**src/design/mem_perf_pkg.sv**
```systemverilog
package mem_perf_pkg;

    // Lane counts of the two cache ports.
    localparam int ICACHE_NUM_REQS = 1;
    localparam int DCACHE_NUM_REQS = 4;

    // Width of every running counter.
    localparam int PERF_CTR_BITS = 44;

    // Width of a per-cycle fire count on each port.
    localparam int ICACHE_CNT_BITS = $clog2(ICACHE_NUM_REQS + 1);
    localparam int DCACHE_CNT_BITS = $clog2(DCACHE_NUM_REQS + 1);

    typedef logic [PERF_CTR_BITS-1:0]   perf_ctr_t;
    typedef logic [ICACHE_NUM_REQS-1:0] icache_lanes_t;
    typedef logic [DCACHE_NUM_REQS-1:0] dcache_lanes_t;

    typedef logic [ICACHE_CNT_BITS-1:0] icache_cnt_t;
    typedef logic [DCACHE_CNT_BITS-1:0] dcache_cnt_t;

    // One cycle of handshake state seen on the instruction-cache port.
    typedef struct packed {
        icache_lanes_t req_valid;
        icache_lanes_t req_rw;
        icache_lanes_t req_ready;
        icache_lanes_t rsp_valid;
        icache_lanes_t rsp_ready;
    } icache_traffic_t;

    // Same for the data-cache port.
    typedef struct packed {
        dcache_lanes_t req_valid;
        dcache_lanes_t req_rw;
        dcache_lanes_t req_ready;
        dcache_lanes_t rsp_valid;
        dcache_lanes_t rsp_ready;
    } dcache_traffic_t;

    // Counter set visible at the top.
    typedef struct packed {
        perf_ctr_t ifetches;
        perf_ctr_t loads;
        perf_ctr_t stores;
        perf_ctr_t ifetch_latency;      // Sum of outstanding fetches per cycle.
        perf_ctr_t load_latency;        // Sum of outstanding loads per cycle.
    } mem_perf_t;

endpackage

```
**src/design/traffic_sampler.sv**
```systemverilog
`timescale 1ns/1ps

module traffic_sampler #(
    parameter int NUM_LANES = 1
) (
    input  logic [NUM_LANES-1:0]           req_valid,
    input  logic [NUM_LANES-1:0]           req_rw,
    input  logic [NUM_LANES-1:0]           req_ready,
    input  logic [NUM_LANES-1:0]           rsp_valid,
    input  logic [NUM_LANES-1:0]           rsp_ready,

    output logic [$clog2(NUM_LANES+1)-1:0] rd_reqs,
    output logic [$clog2(NUM_LANES+1)-1:0] wr_reqs,
    output logic [$clog2(NUM_LANES+1)-1:0] rsps
);

    logic [NUM_LANES-1:0] rd_fire;
    logic [NUM_LANES-1:0] wr_fire;
    logic [NUM_LANES-1:0] rsp_fire;

    // Number of set bits in a lane mask.
    function automatic logic [$clog2(NUM_LANES+1)-1:0] pop_count(
        input logic [NUM_LANES-1:0] lanes
    );
        logic [$clog2(NUM_LANES+1)-1:0] cnt;
        cnt = '0;
        for (int i = 0; i < NUM_LANES; i++) begin
            cnt = cnt + $clog2(NUM_LANES+1)'(lanes[i]);
        end
        return cnt;
    endfunction

    // A lane fires when valid and ready meet in the same cycle.
    assign rd_fire  = req_valid & req_ready & ~req_rw;
    assign wr_fire  = req_valid & req_ready & req_rw;
    assign rsp_fire = rsp_valid & rsp_ready;       // Any response completes a read.

    always_comb begin
        rd_reqs = pop_count(rd_fire);
        wr_reqs = pop_count(wr_fire);
        rsps    = pop_count(rsp_fire);
    end

endmodule

```
**src/design/traffic_accumulator.sv**
```systemverilog
`timescale 1ns/1ps

module traffic_accumulator #(
    parameter int NUM_LANES = 1
) (
    input  logic                           clk,
    input  logic                           reset,

    input  logic [$clog2(NUM_LANES+1)-1:0] rd_reqs,
    input  logic [$clog2(NUM_LANES+1)-1:0] wr_reqs,
    input  logic [$clog2(NUM_LANES+1)-1:0] rsps,

    output mem_perf_pkg::perf_ctr_t        reads,
    output mem_perf_pkg::perf_ctr_t        writes,
    output mem_perf_pkg::perf_ctr_t        latency
);
    import mem_perf_pkg::*;

    // One extra bit so the difference keeps its sign.
    logic signed [$clog2(NUM_LANES+1):0] pending_delta;

    // Reads in flight, two's complement and free to wrap.
    perf_ctr_t outstanding;

    assign pending_delta = $signed({1'b0, rd_reqs}) - $signed({1'b0, rsps});

    always_ff @(posedge clk) begin
        if (reset) begin
            outstanding <= '0;
        end else begin
            outstanding <= outstanding + PERF_CTR_BITS'(pending_delta); // Sign-extended.
        end
    end

    always_ff @(posedge clk) begin
        if (reset) begin
            reads   <= '0;
            writes  <= '0;
            latency <= '0;
        end else begin
            reads   <= reads + PERF_CTR_BITS'(rd_reqs);
            writes  <= writes + PERF_CTR_BITS'(wr_reqs);
            // Count as it stood before this edge.
            latency <= latency + outstanding;
        end
    end

endmodule

```
**src/design/core_mem_perf.sv**
```systemverilog
`timescale 1ns/1ps

module core_mem_perf (
    input  logic                        clk,
    input  logic                        reset,

    input  mem_perf_pkg::icache_lanes_t icache_req_valid,
    input  mem_perf_pkg::icache_lanes_t icache_req_rw,
    input  mem_perf_pkg::icache_lanes_t icache_req_ready,
    input  mem_perf_pkg::icache_lanes_t icache_rsp_valid,
    input  mem_perf_pkg::icache_lanes_t icache_rsp_ready,

    input  mem_perf_pkg::dcache_lanes_t dcache_req_valid,
    input  mem_perf_pkg::dcache_lanes_t dcache_req_rw,
    input  mem_perf_pkg::dcache_lanes_t dcache_req_ready,
    input  mem_perf_pkg::dcache_lanes_t dcache_rsp_valid,
    input  mem_perf_pkg::dcache_lanes_t dcache_rsp_ready,

    output mem_perf_pkg::mem_perf_t     perf
);
    import mem_perf_pkg::*;

    icache_traffic_t icache_traffic;
    dcache_traffic_t dcache_traffic;

    icache_cnt_t icache_rd_reqs;
    icache_cnt_t icache_wr_reqs;
    icache_cnt_t icache_rsps;

    dcache_cnt_t dcache_rd_reqs;
    dcache_cnt_t dcache_wr_reqs;
    dcache_cnt_t dcache_rsps;

    perf_ctr_t ifetches;
    perf_ctr_t ifetch_latency;
    perf_ctr_t loads;
    perf_ctr_t stores;
    perf_ctr_t load_latency;

    assign icache_traffic.req_valid = icache_req_valid;
    assign icache_traffic.req_rw    = icache_req_rw;
    assign icache_traffic.req_ready = icache_req_ready;
    assign icache_traffic.rsp_valid = icache_rsp_valid;
    assign icache_traffic.rsp_ready = icache_rsp_ready;

    assign dcache_traffic.req_valid = dcache_req_valid;
    assign dcache_traffic.req_rw    = dcache_req_rw;
    assign dcache_traffic.req_ready = dcache_req_ready;
    assign dcache_traffic.rsp_valid = dcache_rsp_valid;
    assign dcache_traffic.rsp_ready = dcache_rsp_ready;

    traffic_sampler #(
        .NUM_LANES (ICACHE_NUM_REQS)
    ) icache_sampler (
        .req_valid (icache_traffic.req_valid),
        .req_rw    (icache_traffic.req_rw),
        .req_ready (icache_traffic.req_ready),
        .rsp_valid (icache_traffic.rsp_valid),
        .rsp_ready (icache_traffic.rsp_ready),
        .rd_reqs   (icache_rd_reqs),
        .wr_reqs   (icache_wr_reqs),
        .rsps      (icache_rsps)
    );

    traffic_sampler #(
        .NUM_LANES (DCACHE_NUM_REQS)
    ) dcache_sampler (
        .req_valid (dcache_traffic.req_valid),
        .req_rw    (dcache_traffic.req_rw),
        .req_ready (dcache_traffic.req_ready),
        .rsp_valid (dcache_traffic.rsp_valid),
        .rsp_ready (dcache_traffic.rsp_ready),
        .rd_reqs   (dcache_rd_reqs),
        .wr_reqs   (dcache_wr_reqs),
        .rsps      (dcache_rsps)
    );

    traffic_accumulator #(
        .NUM_LANES (ICACHE_NUM_REQS)
    ) icache_acc (
        .clk       (clk),
        .reset     (reset),
        .rd_reqs   (icache_rd_reqs),
        .wr_reqs   (icache_wr_reqs),
        .rsps      (icache_rsps),
        .reads     (ifetches),
        .writes    (),                  // Instruction writes are not reported.
        .latency   (ifetch_latency)
    );

    traffic_accumulator #(
        .NUM_LANES (DCACHE_NUM_REQS)
    ) dcache_acc (
        .clk       (clk),
        .reset     (reset),
        .rd_reqs   (dcache_rd_reqs),
        .wr_reqs   (dcache_wr_reqs),
        .rsps      (dcache_rsps),
        .reads     (loads),
        .writes    (stores),
        .latency   (load_latency)
    );

    assign perf.ifetches       = ifetches;
    assign perf.loads          = loads;
    assign perf.stores         = stores;
    assign perf.ifetch_latency = ifetch_latency;
    assign perf.load_latency   = load_latency;

endmodule

```
**config.mk**
```make
export PLATFORM = sky130hd
export DESIGN_NAME = core_mem_perf
export DESIGN_NICKNAME = d
export VERILOG_FILES = /design/src/design/mem_perf_pkg.sv /design/src/design/traffic_sampler.sv /design/src/design/traffic_accumulator.sv /design/src/design/core_mem_perf.sv
export SDC_FILE = /design/constraint.sdc
export NUM_CORES = 1
export LEC_CHECK = 0
export ABC_AREA = 1
export BUFFER_PORTS_ARGS = -buffer_cell sky130_fd_sc_hd__buf_4
export CORE_ASPECT_RATIO = 0.5
export CORE_MARGIN = 2
export CORE_UTILIZATION = 40
export DETAILED_ROUTE_END_ITERATION = 12
export HOLD_SLACK_MARGIN = 0.03
export PLACE_DENSITY_LB_ADDON = 0.3
export SETUP_SLACK_MARGIN = 0.4
export SLEW_MARGIN = 15
export SYNTH_ARGS = -nofsm -noshare
export SYNTH_HDL_FRONTEND = slang
export SYNTH_SLANG_ARGS = --single-unit
```
**constraint.sdc**
```tcl
create_clock -name clk -period 4.22 [get_ports clk]
set_clock_uncertainty 0.05 [all_clocks]
set_input_delay 0.211 -clock clk [delete_from_list [all_inputs] [get_ports clk]]
set_output_delay 0.211 -clock clk [all_outputs]
set_load 0.05 [all_outputs]
```
==> reports/metrics.sh, run 1 <==
WORST_R2R_PATH_DEPTH=10
ANTENNA-DIODE-COUNT=0
CTS_MAX_LEVEL=2
FINALSETUPTNS_PS=0
DETAIL_ROUTE.DRC_VIOLATIONS=0
SETUP_VIOLATIONS=0
MAPPEDNETLISTNETS=4708
CLKLATENCYLATEPIN_PS=570
FINAL_CORE_UTIL_PCT=47.1
DESIGN.CORE.AREA_SQ_UM=63100
START_UTIL_PCT=40.5
FINALWIRELENGTH_MM=84.2
REG2REG_SETUP_SLACK_PS=1580
SYNTHESIS.INSTANCES=4481
COMMONEST_CELLS_AFTER_ROUTING_FILL_AND_TAPS_ASIDE='1524 x sky130_fd_sc_hd__nand2_1, 814 x sky130_fd_sc_hd__inv_1, 574 x sky130_fd_sc_hd__nor2_1'
DETAILEDPLACEMENTHPWL_MM=68.4
GRT_FIRST_PASS_WIRELENGTH_MM=132
GRT_PASS1_VIAS=25370
IR_DROP_uV=283
DR_VIAS_CELL=4.95
SLEW_HEADROOM_PCT=30.7
GRT_OVERFLOW_TOTAL=0
DETAILROUTE.VIA_COUNT=27717
YOSYS_WARNINGS=0
ROUTABILITYCONGESTION=0.985
DIE_HEIGHT_UM=183
WORSTPATHREQUIRED_PS=4620
SETUP.WORST_PATH.CLASS='in2reg'
N_FILL_CELL=6729
CLOCKBUFFERDEPTH=3
ANTENNA_FOUND_INITIAL=1
NUM-NETS-FINAL=4964
GRT_UTIL_ALL_LAYERS_PCT=24.7
NUMCTSBUFFERS=35
CTS.REPAIR_TIMING.SETUP_BUFFER_COUNT=0
LEAKAGEPOWER_uW=0.0156
PIN_COUNT=247
NUMCLOCKSINKS=308
COUNT_OF_CELL_TYPES_IN_THE_NETLIST=45
FINALHOLDWORSTSLACK_PS=146
FINALCRITPERIODSHARE_PCT=80.9
R2R_START='dcache_acc.reads[1]'
POWER-PER-CELL-AREA_nW_PER_UM2=529
DETAIL_ROUTED_NET_LENGTH_PER_STANDARD_CELL_UM=15.0
OUTCOME='complete, no violations'
FRACTION_OF_THE_YOSYS_AREA_TAKEN_BY_SEQUENTIAL_CELLS_PCT=24.1
POST_SYNTH.CELL_AREA_AVG_SQ_UM=5.70
LAYOUT_COMMONEST_CELL='sky130_fd_sc_hd__nand2_1'
SLEW_VIOL_FINAL=0
RSZ_0062_RAISED_AFTER_GLOBAL_ROUTING='no'
MAXIMUM_NUMBER_OF_PINS_ON_ONE_NET_BEFORE_GLOBAL_ROUTE_REPAIR=79
MAX-CAP-VIOLATIONS=0
PLACEMENTROWS=65
LAYOUT_MIN_CYCLE_TIME_PS=3410
DIEWIDTH_UM=361
CRIT-REG2REG-CAPTURE='dcache_acc.reads[12]'
CTS.REPAIR.RESIZED=0
CTS.CLK_SLEW.WORST_PATHS_PS=70
CRIT_PATH_MAX_FANOUT=40
WORSTPATHARRIVAL_PS=3810
STARTPOINT_TYPE='input pin'
CLOCK_TREE_FROM_TRITONCTS='built'
DIE_AREA_SQ_UM=66100
WORST_SLEW_PIN_SLEW_PS=1040
REGAREA_SQ_UM=6170
CTSHOLDBUFFERS=0
DRT_FIRST_PASS_ITERS=7
ENDPOINT_KIND='flip-flop'
WORST_SETUP_PATH_STARTPOINT='dcache_req_valid[0]'
CLASS_OF_THE_TIGHTEST_HOLD_OR_REMOVAL_CHECK='in2reg'
YOSYS_REGISTER_BITS=308
FINAL_LAYOUT_SIZE_SUFFIX_GT1_SHARE_PCT=8.56
SETUP.WORST_PATH.END='dcache_acc.outstanding[30]'
POSTROUTEANTENNANETS=0
ROOT_BUFFER='sky130_fd_sc_hd__clkbuf_16'
AREA_DELTA_SYNTH_FINAL_PCT=16.4
FINAL-HOLD-VIOLATION-COUNT=0
SYNTH.CELL_AREA_SQ_UM=25600
FMAXACHIEVABLE_MHz=293
MULTI_INPUT_AREA_SQ_UM=16100
BUFFER_PORTS.INSERTED=246
FIRST_ITER_VIOLATIONS=2248
layout make-up:
cell class / count / share of cell area (%)
well taps: 837 / 3.52
flip-flops and latches: 308 / 20.7
repair buffers: 253 / 6.47
clock buffers: 45 / 3.27
clock inverters: 19 / 1.22
inverters: 834 / 10.5
multi-input cells: 3305 / 54.3
worst min path at each step:
stage	depth (start not counted)	startpoint	to
after floorplan	3	dcache_acc.outstanding[0]	dcache_acc.latency[0]
after global placement	2	icache_acc.reads[43]	icache_acc.reads[43]
after CTS	5	icache_req_rw	icache_acc.reads[0]
final	5	icache_req_rw	icache_acc.reads[0]
after global routing	5	icache_req_rw	icache_acc.reads[0]
after detailed placement	2	icache_acc.reads[43]	icache_acc.reads[43]
metrics by stage:
step / std cells / setup slack [ps] / cell area [sq um] / power [uW]
final: 5601 / 808 / 29700 / 15700
after global routing: 5601 / 462 / 29700 / 16900
after CTS: 5601 / 870 / 29700 / 15800
after detailed placement: 5537 / 299 / 28400 / 12100
after global placement: 5537 / 338 / 28400 / 12000
after floorplan: 4481 / 443 / 25600 / 9760
critical path: stages:
cell and delay [ps]:
sky130_fd_sc_hd__buf_4 110, sky130_fd_sc_hd__nand2_1 80, sky130_fd_sc_hd__nor2_1 50, sky130_fd_sc_hd__ha_1 260, sky130_fd_sc_hd__inv_1 50, sky130_fd_sc_hd__fa_1 390
sky130_fd_sc_hd__inv_1 60, sky130_fd_sc_hd__ha_1 250, sky130_fd_sc_hd__ha_1 290, sky130_fd_sc_hd__nand3b_1 70, sky130_fd_sc_hd__nand2_1 110, sky130_fd_sc_hd__inv_1 80
sky130_fd_sc_hd__buf_12 180, sky130_fd_sc_hd__ha_1 390, sky130_fd_sc_hd__nand2_1 130, sky130_fd_sc_hd__nor2_1 260, sky130_fd_sc_hd__nand2_1 80, sky130_fd_sc_hd__nor2_1 110
sky130_fd_sc_hd__nand2_1 70, sky130_fd_sc_hd__nand3_1 220, sky130_fd_sc_hd__nand2_1 120, sky130_fd_sc_hd__a21oi_1 150, sky130_fd_sc_hd__nor2_1 60
report_power, final:
part / internal [uW] / switching, uW / total [uW]
logic: 2480 / 5490 / 7970
clock network: 2210 / 1470 / 3670
registers: 3490 / 605 / 4090
registers in the layout (all words and copies together) (netlist names):
signal,count
icache_acc.outstanding,44
icache_acc.latency,44
dcache_acc.reads,44
dcache_acc.latency,44
icache_acc.reads,44
dcache_acc.outstanding,44
dcache_acc.writes,44
per-layer routing:
layer  share of wire [%]  vias to the layer above  GRT usage (%)
met1                  45                    12318           31.9
met4                 3.4                        0           8.67
met5                   0                        -              0
met2                  46                      726           42.6
li1                    -                    14521              -
met3                 5.4                      152           2.97
Yosys cell counts:
cell                       count  share of area, %
sky130_fd_sc_hd__inv_2        18              0.26
sky130_fd_sc_hd__nor2_2       21              0.51
sky130_fd_sc_hd__nand3_2      12              0.47
sky130_fd_sc_hd__xor2_1        7              0.24
sky130_fd_sc_hd__o21ai_0     112               2.2
sky130_fd_sc_hd__nor3_4        2              0.13
sky130_fd_sc_hd__nor3_2       16              0.63
sky130_fd_sc_hd__a21oi_4       1             0.064
sky130_fd_sc_hd__or2_1         1             0.024
sky130_fd_sc_hd__nand2_4       1             0.044
sky130_fd_sc_hd__xnor2_1       9              0.31
sky130_fd_sc_hd__nand3b_1      7              0.21
sky130_fd_sc_hd__inv_1       815                12
sky130_fd_sc_hd__buf_2         1             0.020
sky130_fd_sc_hd__clkinv_1      1             0.015
sky130_fd_sc_hd__nor3b_1       1             0.029
sky130_fd_sc_hd__o21bai_1     20              0.59
sky130_fd_sc_hd__nand4_4       2              0.17
sky130_fd_sc_hd__nand4_1      67               1.6
sky130_fd_sc_hd__nor2_8        2              0.16
sky130_fd_sc_hd__nand4_2       1             0.049
sky130_fd_sc_hd__clkbuf_1     29              0.43
sky130_fd_sc_hd__a21o_1        2             0.059
sky130_fd_sc_hd__nand2_2       6              0.15
sky130_fd_sc_hd__a21oi_1     349               6.8
sky130_fd_sc_hd__nor4_1        1             0.024
sky130_fd_sc_hd__and2_1        8              0.20
sky130_fd_sc_hd__or2_0        27              0.66
sky130_fd_sc_hd__fa_1         10              0.78
sky130_fd_sc_hd__a211oi_1      3             0.088
sky130_fd_sc_hd__o21ai_1       7              0.14
sky130_fd_sc_hd__a31oi_1       7              0.17
sky130_fd_sc_hd__buf_1         4             0.059
sky130_fd_sc_hd__nand3_1     237               4.6
sky130_fd_sc_hd__o21a_1       12              0.35
sky130_fd_sc_hd__nor3_1       53               1.0
sky130_fd_sc_hd__dfxtp_1     308                24
sky130_fd_sc_hd__ha_1        190               9.3
sky130_fd_sc_hd__o21ai_2       1             0.034
sky130_fd_sc_hd__and3_1        2             0.049
sky130_fd_sc_hd__nand2_1    1524                22
sky130_fd_sc_hd__nor2_1      574               8.4
sky130_fd_sc_hd__nor3b_2       2             0.098
sky130_fd_sc_hd__nor2_4        3              0.13
sky130_fd_sc_hd__or2_2         5              0.12
cells by family (layout without fill, tap and decap cells):
family / Yosys count / in the layout / synth area share [%]
AO/OA/AOI/OAI: 514 / 514 / 10.5
buffers and inverters: 868 / 1151 / 12.8
flip-flops: 308 / 308 / 24.1
XOR/XNOR: 16 / 16 / 0.548
adder cells (fa/ha/maj): 200 / 200 / 10.1
AND/OR/NAND/NOR: 2575 / 2575 / 42.0
No activity file was read; power rests on OpenSTA's default activity.
==> run 2, diff against run 1 <==
Settings changed: ABC_AREA 1 to 0.
Clock period 4.22 ns to 3.5 ns, I/O delays scaled along.
==> run 2 against run 1 <==
Worst setup slack worse by 990 ps. First-iteration DRC count down 48%. Flip-flop and latch count unchanged. Hold slack better by 100 ps. Total power up 17%. Combinational power up 25%. The run now ends with setup timing left.
==> reports/metrics.sh, run 2 <==
PLACEMENTROWS=57  # -12%
CLKLATENCYLATEPIN_PS=590  # +20 ps
WORST_SLACK_PS=-177  # -985 ps
BUFFER_PORTS.INSERTED=246  # unchanged
SWSHARE_PCT=41.8  # -6.2 points
R2R_START='icache_acc.latency[0]'
DR_VIAS_CELL=5.28  # +6.6%
WORSTPATHREQUIRED_PS=3960  # -660 ps
FINALCRITPERIODSHARE_PCT=105
MAPPEDNETLISTNETS=2697  # -43%
CLOCK_TREE_FROM_TRITONCTS='built'
PIN_COUNT=247  # unchanged
ROUTABILITYCONGESTION=0.873  # -11%
DRT_FIRST_PASS_ITERS=5  # -2
YOSYSTOPAREACELLSHARE_PCT=30.9  # +6.7 points
NUMCLOCKSINKS=308  # unchanged
FINAL-HOLD-VIOLATION-COUNT=0  # unchanged
AREA_DELTA_SYNTH_FINAL_PCT=28.7
TOTAL_SWITCHING_POWER_uW=7730  # +2.1%
TOTAL_POWER_uW=18500  # +17%
FMAXACHIEVABLE_MHz=272
ANTENNA_FOUND_INITIAL=1  # unchanged
SYNTH_AREA_LEADER_CELL='sky130_fd_sc_hd__dfxtp_1'
FINALSETUPTNS_PS=-1260  # -1260 ps
YS_ASYNC_SR_FRACTION_PCT=0  # unchanged
GRT_OVERFLOW_TOTAL=0  # unchanged
CLASS_OF_THE_TIGHTEST_HOLD_OR_REMOVAL_CHECK='in2reg'
TIMING.CRITICAL_PATH.CELLS='buf_4, nand2_1, nor2_1, ha_1, inv_2, fa_2, inv_2, ha_4, ha_4, a21o_1, a21oi_4, buf_12, buf_6, ha_4, inv_2, o21bai_1, a21o_1, a221o_1, nand3_2, a311oi_4, a21oi_2, or4_1, o21ai_1'
YOSYS_MOST_USED_DFF='sky130_fd_sc_hd__dfxtp_1'
WORST_SETUP_PATH_STARTPOINT='dcache_req_valid[1]'
SLEW_VIOL_FINAL=0  # unchanged
DETAILROUTE.VIA_COUNT=18686  # -33%
OUTCOME='finished, violations left'
GRT_UTIL_ALL_LAYERS_PCT=20.4  # -4.3 points
CRITICAL-PATH-SLOWEST-CELL='sky130_fd_sc_hd__or4_1'
WORST_SLEW_PIN_SLEW_PS=911  # -128 ps
DIE_AREA_SQ_UM=51900  # -21%
CRIT-REG2REG-CAPTURE='icache_acc.latency[40]'
NUM-NETS-FINAL=3095  # -38%
STARTPOINT_TYPE='input pin'
COMMONEST_CELLS_AFTER_ROUTING_FILL_AND_TAPS_ASIDE='438 x sky130_fd_sc_hd__buf_4, 351 x sky130_fd_sc_hd__nor2_1, 301 x sky130_fd_sc_hd__dfxtp_1'
MAXIMUM_NUMBER_OF_PINS_ON_ONE_NET_BEFORE_GLOBAL_ROUTE_REPAIR=123  # +56%
NETLIST_TOP_CELLS_AREA='sky130_fd_sc_hd__dfxtp_1 31%, sky130_fd_sc_hd__ha_1 12%, sky130_fd_sc_hd__nor2_1 6.7%'
SETUP.WORST_PATH.END='dcache_acc.outstanding[43]'
REG2REG_SETUP_SLACK_PS=480  # -1100 ps
SLEW_HEADROOM_PCT=39.2  # +8.5 points
ENDPOINT_KIND='flip-flop'
LAYOUT_MIN_CYCLE_TIME_PS=3680
GRT_PASS1_VIAS=17891  # -29%
CELLINTERNALPOWER_uW=10700  # +31%
SYNTH-EDFF-COUNT=0  # unchanged
SYNTHESIS.INSTANCES=2470  # -45%
DESIGN.CORE.AREA_SQ_UM=48900  # -22%
FINAL_CORE_UTIL_PCT=52.6  # +5.4 points
CLOCKBUFFERDEPTH=3  # unchanged
FAILED_CHECKS='setup timing'
FIRST_ITER_VIOLATIONS=1169  # -48%
CTS.CLK_SLEW.WORST_PATHS_PS=70  # about the same
CTS_MAX_LEVEL=1  # -1
DIE_HEIGHT_UM=162  # -11%
NETLIST_TOP_CELLS_COUNT='357 x sky130_fd_sc_hd__nor2_1, 308 x sky130_fd_sc_hd__dfxtp_1, 227 x sky130_fd_sc_hd__a21oi_1'
DIEWIDTH_UM=320  # -11%
WORSTPATHARRIVAL_PS=4140  # +330 ps
DETAILEDPLACEMENTHPWL_MM=41.8  # -39%
START_UTIL_PCT=40.8  # +0.35 points
SETUP.WORST_PATH.CLASS='in2reg'
DETAIL_ROUTE.DRC_VIOLATIONS=0  # unchanged
COMB_POWER_SHARE_PCT=54.1  # +3.4 points
NUMCTSBUFFERS=31  # -11%
PWR-SHARE-SEQ_PCT=25.4  # -0.6 points
SYNTH.CELL_AREA_SQ_UM=20000  # -22%
CRIT_PATH_MAX_INCR_DELAY_PS=500  # +110 ps
MAX-CAP-VIOLATIONS=0  # unchanged
ROOT_BUFFER='sky130_fd_sc_hd__clkbuf_16'
POWER_FRAC_CLOCK_PCT=20.5  # -2.8 points
CRIT_PATH_MAX_FANOUT=23  # -43%
COUNT_OF_CELL_TYPES_IN_THE_NETLIST=84  # +87%
FINAL_LAYOUT_SIZE_SUFFIX_GT1_SHARE_PCT=23.2  # +15 points
GRT_FIRST_PASS_WIRELENGTH_MM=89.0  # -33%
HOLD_DEPTH=5  # unchanged
FINALWIRELENGTH_MM=54.7  # -35%
SETUP_VIOLATIONS=13  # +13
RSZ_0062_RAISED_AFTER_GLOBAL_ROUTING='yes'
YOSYS_WARNINGS=0  # unchanged
POSTROUTEANTENNANETS=0  # unchanged
DETAIL_ROUTED_NET_LENGTH_PER_STANDARD_CELL_UM=15.5  # +2.8%
IR_DROP_uV=419  # +48%
POWER-PER-CELL-AREA_nW_PER_UM2=718  # +36%
POST_SYNTH.CELL_AREA_AVG_SQ_UM=8.09  # +42%
LAYOUT_COMMONEST_CELL='sky130_fd_sc_hd__buf_4'
POST-SYNTH-TOP-COUNT-CELL='sky130_fd_sc_hd__nor2_1'
FRACTION_OF_THE_YOSYS_AREA_TAKEN_BY_SEQUENTIAL_CELLS_PCT=30.9  # +6.7 points
WORST_R2R_PATH_DEPTH=14  # +4
LEAKAGEPOWER_uW=0.0117  # -25%
YOSYS_REGISTER_BITS=308  # unchanged
## run 2: final cells by class
| cell class | count | area (sq um) |
|---|---|---|
| multi-input combinational | 1990 | 13800 |
| timing repair buffer | 450 | 3440 |
| tap | 649 | 812 |
| inverter | 87 | 329 |
| sequential | 308 | 6180 |
| clock buffer | 40 | 880 |
| antenna | 1 | 2.50 |
| clock inverter | 16 | 268 |
| fill | 4535 | 23200 |
## run 2: layer usage
metal	up-vias	GRT usage (%)	part of all wire (%)
met4	0	4.48	2.2
met1	8784	25.9	45
met3	85	2.63	3.1
met2	260	36.8	50
met5	-	0	0
li1	9557	-	-
## run 2: metrics by stage
stage / area (sq um) / std cells / hold WS [ps] / worst slack, ps
global route: 25700 / 3541 / 232 / -347
floorplan: 20300 / 2470 / 347 / -1000
detailed placement: 24000 / 3463 / 444 / -967
global placement: 24000 / 3463 / 434 / -879
CTS: 25500 / 3530 / 220 / -130
finish: 25700 / 3541 / 246 / -177
## run 2: how the worst min path moves through the flow
stage | start | endpoint | slack, ps
final | icache_req_rw | icache_acc.reads[0] | 250
after global routing | icache_req_rw | icache_acc.reads[0] | 230
after CTS | icache_rsp_ready | icache_acc.outstanding[0] | 220
after detailed placement | dcache_acc.writes[6] | dcache_acc.writes[6] | 440
after global placement | dcache_acc.reads[28] | dcache_acc.reads[28] | 430
after floorplan | reset | icache_acc.outstanding[6] | 350
## run 2: power groups by stage
stage / clock, uW / combinational [uW] / sequential, uW
global route: 4060 / 11000 / 4750
floorplan: 0 / 5420 / 5680
CTS: 3900 / 9810 / 4700
global placement: 0 / 9330 / 4760
detailed placement: 0 / 9440 / 4760
finish: 3780 / 10000 / 4690
## run 2: repair_timing
| item | CTS | global route |
|---|---|---|
| resized for setup | 75 | 36 |
| setup endpoints to repair | 46 | 55 |
| pin swaps | 26 | 21 |
| endpoints found under the hold margin | 38 | 0 |
| hold buffers | 1 | 0 |
| buffers inserted | 10 | 10 |
## run 2: logic make-up (layout without fill, tap and decap cells)
kind of cell	after synthesis	count (layout)	synth area share [%]
compound gates	646	646	20.6
simple gates	889	889	21.0
other cells	0	1	0
mux	15	15	0.839
flops	308	308	30.9
fa+ha+maj	200	200	12.9
xor+xnor	240	240	10.5
buf+inv	172	593	3.31
## run 2: critical path: cells and delay by family
family | cells | cell delay, ps
AOI/OAI and AO/OA | 8 | 1290
adders and majority gates | 5 | 1400
buffers and inverters | 6 | 570
and+or+nand+nor | 4 | 710
